`src/rtl/apple2_disk_settings.svh`:
```
// Apple II disk hub build constants
// Drive count and the widths of the host-side block device buses

`ifndef APPLE2_DISK_SETTINGS_SVH
`define APPLE2_DISK_SETTINGS_SVH

// ============================================================================
// Drive configuration
// ============================================================================

// Floppy 1, hard disk, floppy 2
`define NUM_DRIVES 3

// Wide enough to number every drive
`define DRV_IDX_W 2

// ============================================================================
// Host bus widths
// ============================================================================

// Sector address toward the host
`define LBA_W 32

// Image size reported with a mount strobe, in bytes
`define IMG_SIZE_W 64

`endif

```
`src/rtl/apple2_disk_pkg.sv`:
```
// Apple II disk hub shared types
// Named-width types for sector addresses, drive numbers and drive vectors

`default_nettype none

`include "apple2_disk_settings.svh"

package apple2_disk_pkg;

	// Sector address as seen by the host
	typedef logic [`LBA_W-1:0] lba_t;

	// Drive number carried with a CPU request
	typedef logic [`DRV_IDX_W-1:0] drv_idx_t;

	// One bit per virtual drive
	typedef logic [`NUM_DRIVES-1:0] drv_vec_t;

	// Mounted image size in bytes
	typedef logic [`IMG_SIZE_W-1:0] img_size_t;

endpackage

`default_nettype wire

```
`src/rtl/apple2_disk_hub.sv`:
```
// Apple II disk hub top level
// Status router feeding one request channel per drive, drained toward the
// host through the sector address multiplexer

`timescale 1ns/1ps
`default_nettype none

`include "apple2_disk_settings.svh"

module apple2_disk_hub (
	input  wire                              clk_sys,
	input  wire                              dd_reset,
	// CPU side
	input  wire                              cpu_req_read,
	input  wire                              cpu_req_write,
	input  wire apple2_disk_pkg::drv_idx_t   cpu_req_drive,
	input  wire apple2_disk_pkg::lba_t       cpu_req_lba,
	// Host side
	input  wire apple2_disk_pkg::drv_vec_t   img_mounted,
	input  wire apple2_disk_pkg::img_size_t  img_size,
	input  wire                              img_readonly,
	input  wire apple2_disk_pkg::drv_vec_t   sd_ack,
	output wire apple2_disk_pkg::drv_vec_t   sd_rd,
	output wire apple2_disk_pkg::drv_vec_t   sd_wr,
	output wire apple2_disk_pkg::lba_t       sd_lba,
	// Status
	output wire                              cpu_wait,
	output wire                              disk_active,
	output wire                              req_reject,
	output wire apple2_disk_pkg::drv_vec_t   drive_mounted,
	output wire apple2_disk_pkg::drv_vec_t   drive_protect,
	output wire apple2_disk_pkg::drv_vec_t   drive_change
);

	wire apple2_disk_pkg::drv_vec_t read_pulse;
	wire apple2_disk_pkg::drv_vec_t write_pulse;
	wire apple2_disk_pkg::drv_vec_t chan_wait;
	wire apple2_disk_pkg::drv_vec_t chan_pending;
	wire apple2_disk_pkg::lba_t     req_lba [`NUM_DRIVES];

	// ============================================================================
	// Mount state and request decode
	// ============================================================================

	drive_status_router u_router (
		.clk_sys       (clk_sys),
		.dd_reset      (dd_reset),
		.img_mounted   (img_mounted),
		.img_size      (img_size),
		.img_readonly  (img_readonly),
		.cpu_req_read  (cpu_req_read),
		.cpu_req_write (cpu_req_write),
		.cpu_req_drive (cpu_req_drive),
		.cpu_req_lba   (cpu_req_lba),
		.read_pulse    (read_pulse),
		.write_pulse   (write_pulse),
		.drive_mounted (drive_mounted),
		.drive_protect (drive_protect),
		.drive_change  (drive_change),
		.req_lba       (req_lba),
		.req_reject    (req_reject)
	);

	// ============================================================================
	// One handshake channel per drive
	// ============================================================================

	for (genvar i = 0; i < `NUM_DRIVES; i++) begin : g_chan
		drive_request_channel u_chan (
			.clk_sys     (clk_sys),
			.dd_reset    (dd_reset),
			.read_pulse  (read_pulse[i]),
			.write_pulse (write_pulse[i]),
			.sd_ack      (sd_ack[i]),
			.sd_rd       (sd_rd[i]),
			.sd_wr       (sd_wr[i]),
			.busy_wait   (chan_wait[i]),
			.pending     (chan_pending[i])
		);
	end

	// ============================================================================
	// Host address select and status
	// ============================================================================

	sd_host_mux u_mux (
		.sd_ack       (sd_ack),
		.sd_rd        (sd_rd),
		.sd_wr        (sd_wr),
		.chan_wait    (chan_wait),
		.chan_pending (chan_pending),
		.req_lba      (req_lba),
		.sd_lba       (sd_lba),
		.cpu_wait     (cpu_wait),
		.disk_active  (disk_active)
	);

endmodule

`default_nettype wire

```
`src/rtl/drive_request_channel.sv`:
```
// Drive request channel
// Latches pending reads and writes for one drive and runs the host strobe
// handshake, clearing on the rising acknowledge and finishing on the falling one

`timescale 1ns/1ps
`default_nettype none

module drive_request_channel (
	input  wire  clk_sys,
	input  wire  dd_reset,
	input  wire  read_pulse,
	input  wire  write_pulse,
	input  wire  sd_ack,
	output logic sd_rd,
	output logic sd_wr,
	output logic busy_wait,
	output logic pending
);

	localparam logic ST_IDLE = 1'b0;
	localparam logic ST_XFER = 1'b1;

	logic xfer_state;
	logic old_ack;
	logic rd_pend;
	logic wr_pend;
	logic ack_rise;
	logic ack_fall;
	logic any_req;

	// Edges against the copy of sd_ack from the previous cycle
	assign ack_rise = ~old_ack & sd_ack;
	assign ack_fall = old_ack & ~sd_ack;

	// A pulse arriving this cycle counts as pending already
	assign any_req = rd_pend | wr_pend | read_pulse | write_pulse;

	assign pending = rd_pend | wr_pend;

	// ============================================================================
	// Handshake FSM
	// ============================================================================

	always_ff @(posedge clk_sys) begin
		if (dd_reset) begin
			xfer_state <= ST_IDLE;
			old_ack    <= 1'b0;
			rd_pend    <= 1'b0;
			wr_pend    <= 1'b0;
			sd_rd      <= 1'b0;
			sd_wr      <= 1'b0;
			busy_wait  <= 1'b0;
		end else begin
			old_ack <= sd_ack;
			rd_pend <= rd_pend | read_pulse;
			wr_pend <= wr_pend | write_pulse;

			case (xfer_state)
				ST_IDLE: begin
					// Both strobes rise together if both kinds are waiting
					if (any_req) begin
						xfer_state <= ST_XFER;
						sd_rd      <= rd_pend | read_pulse;
						sd_wr      <= wr_pend | write_pulse;
						busy_wait  <= 1'b1;
					end
				end
				ST_XFER: begin
					if (ack_rise) begin
						// Host took the strobed kinds so only the others stay pending
						rd_pend <= read_pulse | (rd_pend & ~sd_rd);
						wr_pend <= write_pulse | (wr_pend & ~sd_wr);
						sd_rd   <= 1'b0;
						sd_wr   <= 1'b0;
					end else if (ack_fall) begin
						xfer_state <= ST_IDLE;
						busy_wait  <= 1'b0;
					end
				end
				default: begin
					xfer_state <= ST_IDLE;
				end
			endcase
		end
	end

endmodule

`default_nettype wire

```
`src/rtl/drive_status_router.sv`:
```
// Drive status router
// Tracks mount and write-protect state per drive, checks CPU requests
// against it and turns accepted ones into per-drive pulses plus a sector slot

`timescale 1ns/1ps
`default_nettype none

`include "apple2_disk_settings.svh"

module drive_status_router (
	input  wire                              clk_sys,
	input  wire                              dd_reset,
	input  wire apple2_disk_pkg::drv_vec_t   img_mounted,
	input  wire apple2_disk_pkg::img_size_t  img_size,
	input  wire                              img_readonly,
	input  wire                              cpu_req_read,
	input  wire                              cpu_req_write,
	input  wire apple2_disk_pkg::drv_idx_t   cpu_req_drive,
	input  wire apple2_disk_pkg::lba_t       cpu_req_lba,
	output apple2_disk_pkg::drv_vec_t        read_pulse,
	output apple2_disk_pkg::drv_vec_t        write_pulse,
	output apple2_disk_pkg::drv_vec_t        drive_mounted,
	output apple2_disk_pkg::drv_vec_t        drive_protect,
	output apple2_disk_pkg::drv_vec_t        drive_change,
	output apple2_disk_pkg::lba_t            req_lba [`NUM_DRIVES],
	output logic                             req_reject
);

	// ============================================================================
	// Request decode
	// ============================================================================

	apple2_disk_pkg::drv_vec_t drv_sel;
	logic                      sel_mounted;
	logic                      sel_protect;
	logic                      accept_rd;
	logic                      accept_wr;
	logic                      refuse;

	// One-hot drive select where an out-of-range drive number selects nothing
	always_comb begin
		for (int i = 0; i < `NUM_DRIVES; i++) begin
			drv_sel[i] = (cpu_req_drive == apple2_disk_pkg::drv_idx_t'(i));
		end
	end

	// Checked against the state registered before this cycle
	assign sel_mounted = |(drv_sel & drive_mounted);
	assign sel_protect = |(drv_sel & drive_protect);

	assign accept_rd = cpu_req_read & sel_mounted;
	assign accept_wr = cpu_req_write & sel_mounted & ~sel_protect;

	// Empty drive, or write to a read-only image
	assign refuse = (cpu_req_read | cpu_req_write) & ~(accept_rd | accept_wr);

	// ============================================================================
	// Mount tracking
	// ============================================================================

	always_ff @(posedge clk_sys) begin
		if (dd_reset) begin
			drive_mounted <= '0;
			drive_protect <= '0;
			drive_change  <= '0;
		end else begin
			for (int i = 0; i < `NUM_DRIVES; i++) begin
				if (img_mounted[i]) begin
					drive_mounted[i] <= (img_size != '0);
					drive_protect[i] <= img_readonly;
					// Toggles on every mount so the consumer sees a new image
					drive_change[i]  <= ~drive_change[i];
				end
			end
		end
	end

	// ============================================================================
	// Request pulses
	// ============================================================================

	always_ff @(posedge clk_sys) begin
		if (dd_reset) begin
			read_pulse  <= '0;
			write_pulse <= '0;
			req_reject  <= 1'b0;
		end else begin
			read_pulse  <= drv_sel & {`NUM_DRIVES{accept_rd}};
			write_pulse <= drv_sel & {`NUM_DRIVES{accept_wr}};
			req_reject  <= refuse;
		end
	end

	// Sector slot per drive written only by an accepted request
	always_ff @(posedge clk_sys) begin
		for (int i = 0; i < `NUM_DRIVES; i++) begin
			if (drv_sel[i] & (accept_rd | accept_wr)) begin
				req_lba[i] <= cpu_req_lba;
			end
		end
	end

endmodule

`default_nettype wire

```
`src/rtl/sd_host_mux.sv`:
```
// Host-side multiplexer
// Picks the sector address shown to the host and combines the channel
// wait and pending flags into the CPU wait and the activity output

`timescale 1ns/1ps
`default_nettype none

`include "apple2_disk_settings.svh"

module sd_host_mux (
	input  wire apple2_disk_pkg::drv_vec_t  sd_ack,
	input  wire apple2_disk_pkg::drv_vec_t  sd_rd,
	input  wire apple2_disk_pkg::drv_vec_t  sd_wr,
	input  wire apple2_disk_pkg::drv_vec_t  chan_wait,
	input  wire apple2_disk_pkg::drv_vec_t  chan_pending,
	input  wire apple2_disk_pkg::lba_t      req_lba [`NUM_DRIVES],
	output apple2_disk_pkg::lba_t           sd_lba,
	output logic                            cpu_wait,
	output logic                            disk_active
);

	apple2_disk_pkg::drv_vec_t strobe;
	logic                      ack_found;
	logic                      strobe_found;

	assign strobe = sd_rd | sd_wr;

	// ============================================================================
	// Sector address select
	// ============================================================================

	// The host reads the address while acknowledging, so an acknowledged
	// drive wins over one that is only requesting. Lowest drive first
	always_comb begin
		apple2_disk_pkg::lba_t ack_lba;
		apple2_disk_pkg::lba_t strobe_lba;

		ack_lba      = '0;
		strobe_lba   = '0;
		ack_found    = 1'b0;
		strobe_found = 1'b0;

		for (int i = 0; i < `NUM_DRIVES; i++) begin
			if (sd_ack[i] && !ack_found) begin
				ack_lba   = req_lba[i];
				ack_found = 1'b1;
			end
			if (strobe[i] && !strobe_found) begin
				strobe_lba   = req_lba[i];
				strobe_found = 1'b1;
			end
		end

		if (ack_found) begin
			sd_lba = ack_lba;
		end else if (strobe_found) begin
			sd_lba = strobe_lba;
		end else begin
			sd_lba = '0;
		end
	end

	// ============================================================================
	// Status
	// ============================================================================

	assign cpu_wait    = |chan_wait;
	assign disk_active = |(chan_wait | chan_pending);

endmodule

`default_nettype wire

```
`config.mk`:
```
export PLATFORM = sky130hd
export DESIGN_NAME = apple2_disk_hub
export DESIGN_NICKNAME = d
export VERILOG_FILES = /design/src/rtl/apple2_disk_pkg.sv /design/src/rtl/apple2_disk_hub.sv /design/src/rtl/drive_request_channel.sv /design/src/rtl/drive_status_router.sv /design/src/rtl/sd_host_mux.sv
export VERILOG_INCLUDE_DIRS = /design/src /design/src/rtl
export SDC_FILE = /design/constraint.sdc
export NUM_CORES = 1
export LEC_CHECK = 0
export BUFFER_PORTS_ARGS = -buffer_cell sky130_fd_sc_hd__clkbuf_2
export CORE_MARGIN = 2
export CORE_UTILIZATION = 45
export DETAILED_ROUTE_END_ITERATION = 8
export HOLD_SLACK_MARGIN = 0.08
export PLACE_DENSITY = 0.71
export REMOVE_ABC_BUFFERS = 1
export SLEW_MARGIN = 20
export SYNTH_ARGS = -nofsm -noshare
export SYNTH_HDL_FRONTEND = slang
export SYNTH_SLANG_ARGS = --single-unit
```
`constraint.sdc`:
```
create_clock -name clk_sys -period 5.45 [get_ports clk_sys]
set_input_delay 0.545 -clock clk_sys [delete_from_list [all_inputs] [get_ports clk_sys]]
set_output_delay 0.545 -clock clk_sys [all_outputs]
set_load 0.01 [all_outputs]
```
==> impl_metrics.env, run 1 <==
export IMPL_period_share_pct=62.0
export IMPL_critPathMaxFanout=39
export IMPL_vias=4590
export IMPL_met3_usage_pct=6.22
export IMPL_hold_violations=0
export IMPL_via_per_inst=5.95
export IMPL_antennaDiodeCount=0
export IMPL_drt_iter0_markers=572
export IMPL_min_to="u_router.req_lba[86]"
export IMPL_crit_path_start_kind="primary input"
export IMPL_die_h_um=116
export IMPL_seq_area_frac_synth_pct=64.6
export IMPL_grt_pass1_vias=4527
export IMPL_power_mw=2.39
export IMPL_yosysUniqueCellTypes=38
export IMPL_wirelength_mm=14.0
export IMPL_report_final_slew_viol_count=0
export IMPL_end_kind="primary output"
export IMPL_ys_seq_elements=133
export IMPL_p_leak_nw=2.64
export IMPL_grt_start_max_net_pins=71
export IMPL_yosys_warnings=0
export IMPL_fill_cells=1034
export IMPL_final_cell_mix="clkbuf_2, edfxtp_1, nor2_1"
export IMPL_initial_core_util_pct=46.3
export IMPL_grt_usage_pct=21.5
export IMPL_grt_ovfl_total=0
export IMPL_cp_common_cell="clkbuf_2"
export IMPL_h_tree_depth=4
export IMPL_syn_inst=446
export IMPL_required_ns=4.91
export IMPL_drc=0
export IMPL_drtAntennaViolNets=0
export IMPL_fin_skew_ns=0.00952
export IMPL_die_width_um=116
export IMPL_final_common_cell="clkbuf_2"
export IMPL_tns_ns=0
export IMPL_power_density_nw_per_um2=339
export IMPL_holdCritPathClass="primary input to register"
export IMPL_reg2reg_slack_ns=3.22
export IMPL_syn_mean_instance_area_um2=12.6
export IMPL_crit_path_max_incr_delay_ns=0.77
export IMPL_synth_edf_count=96
export IMPL_first_pass_iters=7
export IMPL_drive_gt1_share_pct=33.3
export IMPL_clk_pin_slew_ns=0.05
export IMPL_min_from="cpu_req_lba[22]"
export IMPL_num_rows=40
export IMPL_numCtsBuffers=17
export IMPL_ir_drop_uv=173
export IMPL_rsz0062_at_grt="no"
export IMPL_cts_tree="built"
export IMPL_cap_viol_max_count=0
export IMPL_period_needed_ns=3.38
export IMPL_cp_arrival_ns=2.83
export IMPL_worstRegToRegCells=4
export IMPL_cts_buffer_depth=2
export IMPL_r2r_start="u_router.drive_mounted[1]"
export IMPL_core_area_um2=12100
export IMPL_timing_fmax_mhz=296
export IMPL_io_pins=159
export IMPL_r2r_end="u_router.req_lba[36]"
export IMPL_top_usage_layer="met2"
export IMPL_relSlewSlack_pct=29.1
export IMPL_slowest_stage="nor2b_2"
export IMPL_design_area_um2=7040
export IMPL_gp_congestion=0.805
export IMPL_grt_first_pass_wirelength_mm=22.1
export IMPL_setup_violations=0
export IMPL_ctsResizeCount=0
export IMPL_clk_latency_ns=0.42
export IMPL_whs_path_depth=1
export IMPL_grt_use_met1_pct=26.1
export IMPL_outcome="finished clean"
export IMPL_critPathKind="primary input to primary output"
export IMPL_cts_hold_buf=0
export IMPL_dpl_cell_area_um2=6480
export IMPL_dp_hpwl_mm=8.75
export IMPL_cts_setup_buffers=0
export IMPL_numClockSinks=133
export IMPL_async_reset_ff_share_pct=0
export IMPL_final_nets=700
export IMPL_final_cells=772
export IMPL_tightestPinTransition_ns=1.06
export IMPL_place_inst=740
export IMPL_dieArea_um2=13400
export IMPL_area_delta_synth_final_pct=25.5
export IMPL_syn_cell_area_um2=5610
export IMPL_wl_per_cell_um=18.2
export IMPL_path_cells="clkbuf_2, nor2b_2, buf_4, a22oi_1, o221ai_1, clkbuf_2"
export IMPL_synth_ff_type="edfxtp_1"
export IMPL_antenna_found_initial=0
export IMPL_grt_util_met2_pct=37.1
export IMPL_cts_root_buffer="clkbuf_16"
export IMPL_numPortBuffers=158
where the power goes:
group | switching [mW] | internal (mW)
registers | 0.0162 | 1.11
clock network | 0.391 | 0.655
logic | 0.122 | 0.0897
worst max-delay path, delay by kind of cell:
kind / cells / cell delay, ns
buf+inv: 3 / 1.06
compound gates: 2 / 0.42
simple gates: 1 / 0.77
Yosys cell counts (2+ instances only):
cell / instances / area (um2)
edfxtp_1: 96 / 2880
nor2_1: 46 / 173
nand2_1: 40 / 150
dfxtp_1: 37 / 741
a222oi_1: 32 / 320
o221ai_1: 32 / 280
a22oi_1: 31 / 233
clkbuf_1: 24 / 90.1
nor4_1: 18 / 113
a21oi_1: 11 / 55.1
a31oi_1: 6 / 37.5
buf_4: 6 / 45.0
nand3b_1: 6 / 45.0
nor2b_1: 6 / 37.5
inv_1: 5 / 18.8
mux2i_1: 5 / 50.1
buf_6: 4 / 45.0
nand2b_1: 4 / 25.0
nand4_1: 4 / 25.0
nor3_1: 4 / 20.0
a211oi_1: 3 / 22.5
a21o_1: 3 / 22.5
and3b_1: 3 / 26.3
buf_2: 3 / 15.0
xnor2_1: 3 / 26.3
a221oi_1: 2 / 17.5
state kept, by name, indices dropped and copies added, names as in the netlist, 3 cells and up:
register	count
g_chan.u_chan.sd_wr	3
g_chan.u_chan.sd_rd	3
g_chan.u_chan.xfer_state	3
u_router.drive_change	3
g_chan.u_chan.old_ack	3
u_router.req_lba	96
u_router.drive_mounted	3
g_chan.u_chan.rd_pend	3
u_router.read_pulse	3
u_router.write_pulse	3
u_router.drive_protect	3
g_chan.u_chan.busy_wait	3
g_chan.u_chan.wr_pend	3
metal layers:
metal	wire, um	vias up
li1	-	2108
met1	5810	2266
met2	7070	203
met3	990	13
met4	155	0
met5	0	-
how the worst max path moves through the flow:
stage,endpoint,startpoint,slack (ns)
floorplan,u_router.req_lba[64],cpu_req_drive[0],1.69
global placement,sd_lba[7],sd_ack[1],2.17
detailed placement,sd_lba[7],sd_ack[1],2.12
CTS,sd_lba[18],sd_ack[1],2.10
global route,sd_lba[18],sd_ack[1],1.94
finish,sd_lba[18],sd_ack[1],2.07
kinds of logic after synthesis:
| logic type | share of synthesized area, % |
|---|---|
| AND/OR/NAND/NOR | 11.9 |
| flip-flops | 64.6 |
| AO/OA/AOI/OAI | 18.3 |
| buffers and inverters | 3.88 |
| multiplexers | 0.892 |
| XOR/XNOR | 0.468 |
per-stage QoR:
step | hold slack (ns) | setup WS, ns | util, %
2_1_floorplan | 0.426 | 1.69 | -
3_3_place_gp | 0.447 | 2.17 | 53.5
3_5_place_dp | 0.453 | 2.12 | 53.5
4_1_cts | 0.323 | 2.10 | 58.1
5_1_grt | 0.321 | 1.94 | 58.1
6_report | 0.335 | 2.07 | 58.1
layout make-up:
type                    instances  area (um2)  area share (%)
inverters                       5        18.8           0.267
multi-input cells             270        1790            25.5
clock buffers                  24         514            7.30
repair buffers                164         836            11.9
well taps                     168         210            2.99
clock inverters                 8        46.3           0.657
flip-flops and latches        133        3620            51.5
Power figures use the tool's default switching activity.
==> run 2, diff against run 1 <==
Settings changed: PLACE_DENSITY 0.71 to 0.73.
Clock period 5.45 ns to 2.8 ns, I/O delays scaled along.
==> run 2 against run 1 <==
Routed wire length is 2.7% higher. Core utilization is 1.4 points higher. Global-route usage is 0.69 points higher. Via count is 0.13% lower. Critical path type is now register to primary output. Largest cell class unchanged. Largest power group unchanged.
==> impl_metrics.env, run 2 (same netlist as run 1, synthesis figures left out) <==
export IMPL_largest_register="u_router.req_lba"
export IMPL_drc=0
export IMPL_grt_pass1_vias=4651
export IMPL_grt_ovfl_total=0
export IMPL_crit_path_max_incr_delay_ns=0.65
export IMPL_final_nets=720
export IMPL_area_delta_synth_final_pct=28.5
export IMPL_drive_gt1_share_pct=31.6
export IMPL_worst_path_buf_inv=2
export IMPL_outcome="finished clean"
export IMPL_cap_viol_max_count=0
export IMPL_cts_buffer_depth=2
export IMPL_final_common_cell="clkbuf_2"
export IMPL_design_area_um2=7210
export IMPL_period_needed_ns=2.64
export IMPL_final_cell_mix="clkbuf_2, edfxtp_1, nor2_1"
export IMPL_core_area_um2=12100
export IMPL_num_rows=40
export IMPL_fin_skew_ns=0.00644
export IMPL_report_final_slew_viol_count=0
export IMPL_largest_reg_flops=96
export IMPL_io_pins=159
export IMPL_wl_per_cell_um=18.2
export IMPL_clkPwrFrac_pct=42.9
export IMPL_crit_path_start_kind="register"
export IMPL_cts_tree="built"
export IMPL_clk_pin_slew_ns=0.05
export IMPL_wirelength_mm=14.4
export IMPL_rsz0062_at_grt="no"
export IMPL_timing_fmax_mhz=378
export IMPL_swShare_pct=21.3
export IMPL_setup_violations=0
export IMPL_grt_util_met2_pct=37.1
export IMPL_fill_cells=988
export IMPL_first_pass_iters=6
export IMPL_grt_start_max_net_pins=70
export IMPL_critPathMaxFanout=21
export IMPL_p_sw_mw=0.984
export IMPL_cp_arrival_ns=2.36
export IMPL_grt_use_met1_pct=28.1
export IMPL_via_per_inst=5.81
export IMPL_end_kind="primary output"
export IMPL_numClockSinks=133
export IMPL_p_leak_nw=2.71
export IMPL_path_cells="or2_1, nor3_1, a2111o_1, buf_12, o221ai_1, clkbuf_2"
export IMPL_gp_congestion=0.836
export IMPL_h_tree_depth=4
export IMPL_critPathKind="register to primary output"
export IMPL_critical_path_top_delay_family="compound AO/OA/AOI/OAI gates"
export IMPL_dpl_cell_area_um2=6520
export IMPL_relSlewSlack_pct=32.2
export IMPL_met3_usage_pct=5.33
export IMPL_drt_iter0_markers=588
export IMPL_holdCritPathClass="primary input to register"
export IMPL_slowest_stage="a2111o_1"
export IMPL_p_int_mw=3.63
export IMPL_numPortBuffers=158
export IMPL_period_share_pct=94.4
export IMPL_initial_core_util_pct=46.3
export IMPL_grt_usage_pct=22.2
export IMPL_power_density_nw_per_um2=640
export IMPL_comb_power_share_pct=9.5
export IMPL_antenna_found_initial=0
export IMPL_grt_first_pass_wirelength_mm=22.9
export IMPL_ir_drop_uv=307
export IMPL_final_core_util_pct=59.5
export IMPL_cts_root_buffer="clkbuf_16"
export IMPL_dp_hpwl_mm=9.40
export IMPL_die_width_um=116
export IMPL_hold_violations=0
export IMPL_numCtsBuffers=17
export IMPL_tightestPinTransition_ns=1.01
export IMPL_die_h_um=116
export IMPL_dieArea_um2=13400
export IMPL_vias=4584
export IMPL_required_ns=2.52
export IMPL_clk_latency_ns=0.40
export IMPL_antennaDiodeCount=0
export IMPL_pwr_share_seq_pct=47.6
export IMPL_top_usage_layer="met2"
export IMPL_drtAntennaViolNets=0
## run 2: cell types whose count changed in the layout (fill, tap and decap cells not counted), sizes merged
cell and delta:
dlygate4sd3 +16, buf +4, clkbuf -4, bufinv +2, clkinvlp -1
## run 2: repair_timing
action | in CTS | in global routing
resized for setup | 0 | 1
hold endpoints to repair | 40 | 6
endpoints found under the setup margin | 0 | 3
hold buffers | 14 | 2
setup buffers | 0 | 0
## run 2: routing by layer
| metal | vias up | routed length [um] |
|---|---|---|
| met5 | - | 0 |
| met4 | 0 | 305 |
| met3 | 28 | 848 |
| met2 | 201 | 7230 |
| met1 | 2210 | 6010 |
| li1 | 2145 | - |
## run 2: final cells by class
cell class / instances / area, um2 / share of cell area, %
clock buffers: 20 / 437 / 6.05
clock inverters: 9 / 88.8 / 1.23
inverters: 5 / 18.8 / 0.260
multi-input cells: 270 / 1790 / 24.8
flip-flops and latches: 133 / 3620 / 50.2
well taps: 168 / 210 / 2.91
repair buffers: 184 / 1040 / 14.5
## run 2: final timing paths
check / cells after the start / end / startpoint / slack [ns]
worst max-delay path: 6 / sd_lba[19] / g_chan[0].u_chan.sd_wr / 0.16
worst min-delay path: 1 / u_router.req_lba[68] / cpu_req_lba[4] / 0.09
worst max register to register: 4 / u_router.req_lba[54] / u_router.drive_mounted[1] / 0.62
worst min register to register: 2 / g_chan[0].u_chan.busy_wait / g_chan[0].u_chan.busy_wait / 0.46
## run 2: worst reg2reg max path, delay by kind of cell, from the launching register on
family | cells | cell delay (ns)
compound gates | 2 | 0.48
flops | 1 | 0.36
mux | 1 | 0.09
simple gates | 1 | 0.85
## run 2: stage by stage
stage	power, mW	hold WS (ns)	TNS (ns)	instances	setup WS (ns)
2_1_floorplan	2.42	0.349	-22.35	408	-0.698
3_3_place_gp	2.64	0.447	0	744	0.355
3_5_place_dp	2.65	0.450	0	744	0.259
4_1_cts	4.65	0.0812	0	787	0.139
5_1_grt	4.79	0.0823	0	789	0.0426
6_report	4.62	0.0911	0	789	0.157
## run 2: power by group through the flow
stage                     logic [mW]  clock network, mW  registers (mW)
final                          0.438               1.98            2.20
after global routing           0.480               2.11            2.20
after CTS                      0.435               2.02            2.20
after detailed placement       0.416                  0            2.24
after global placement         0.405                  0            2.23
after floorplan                0.179                  0            2.24
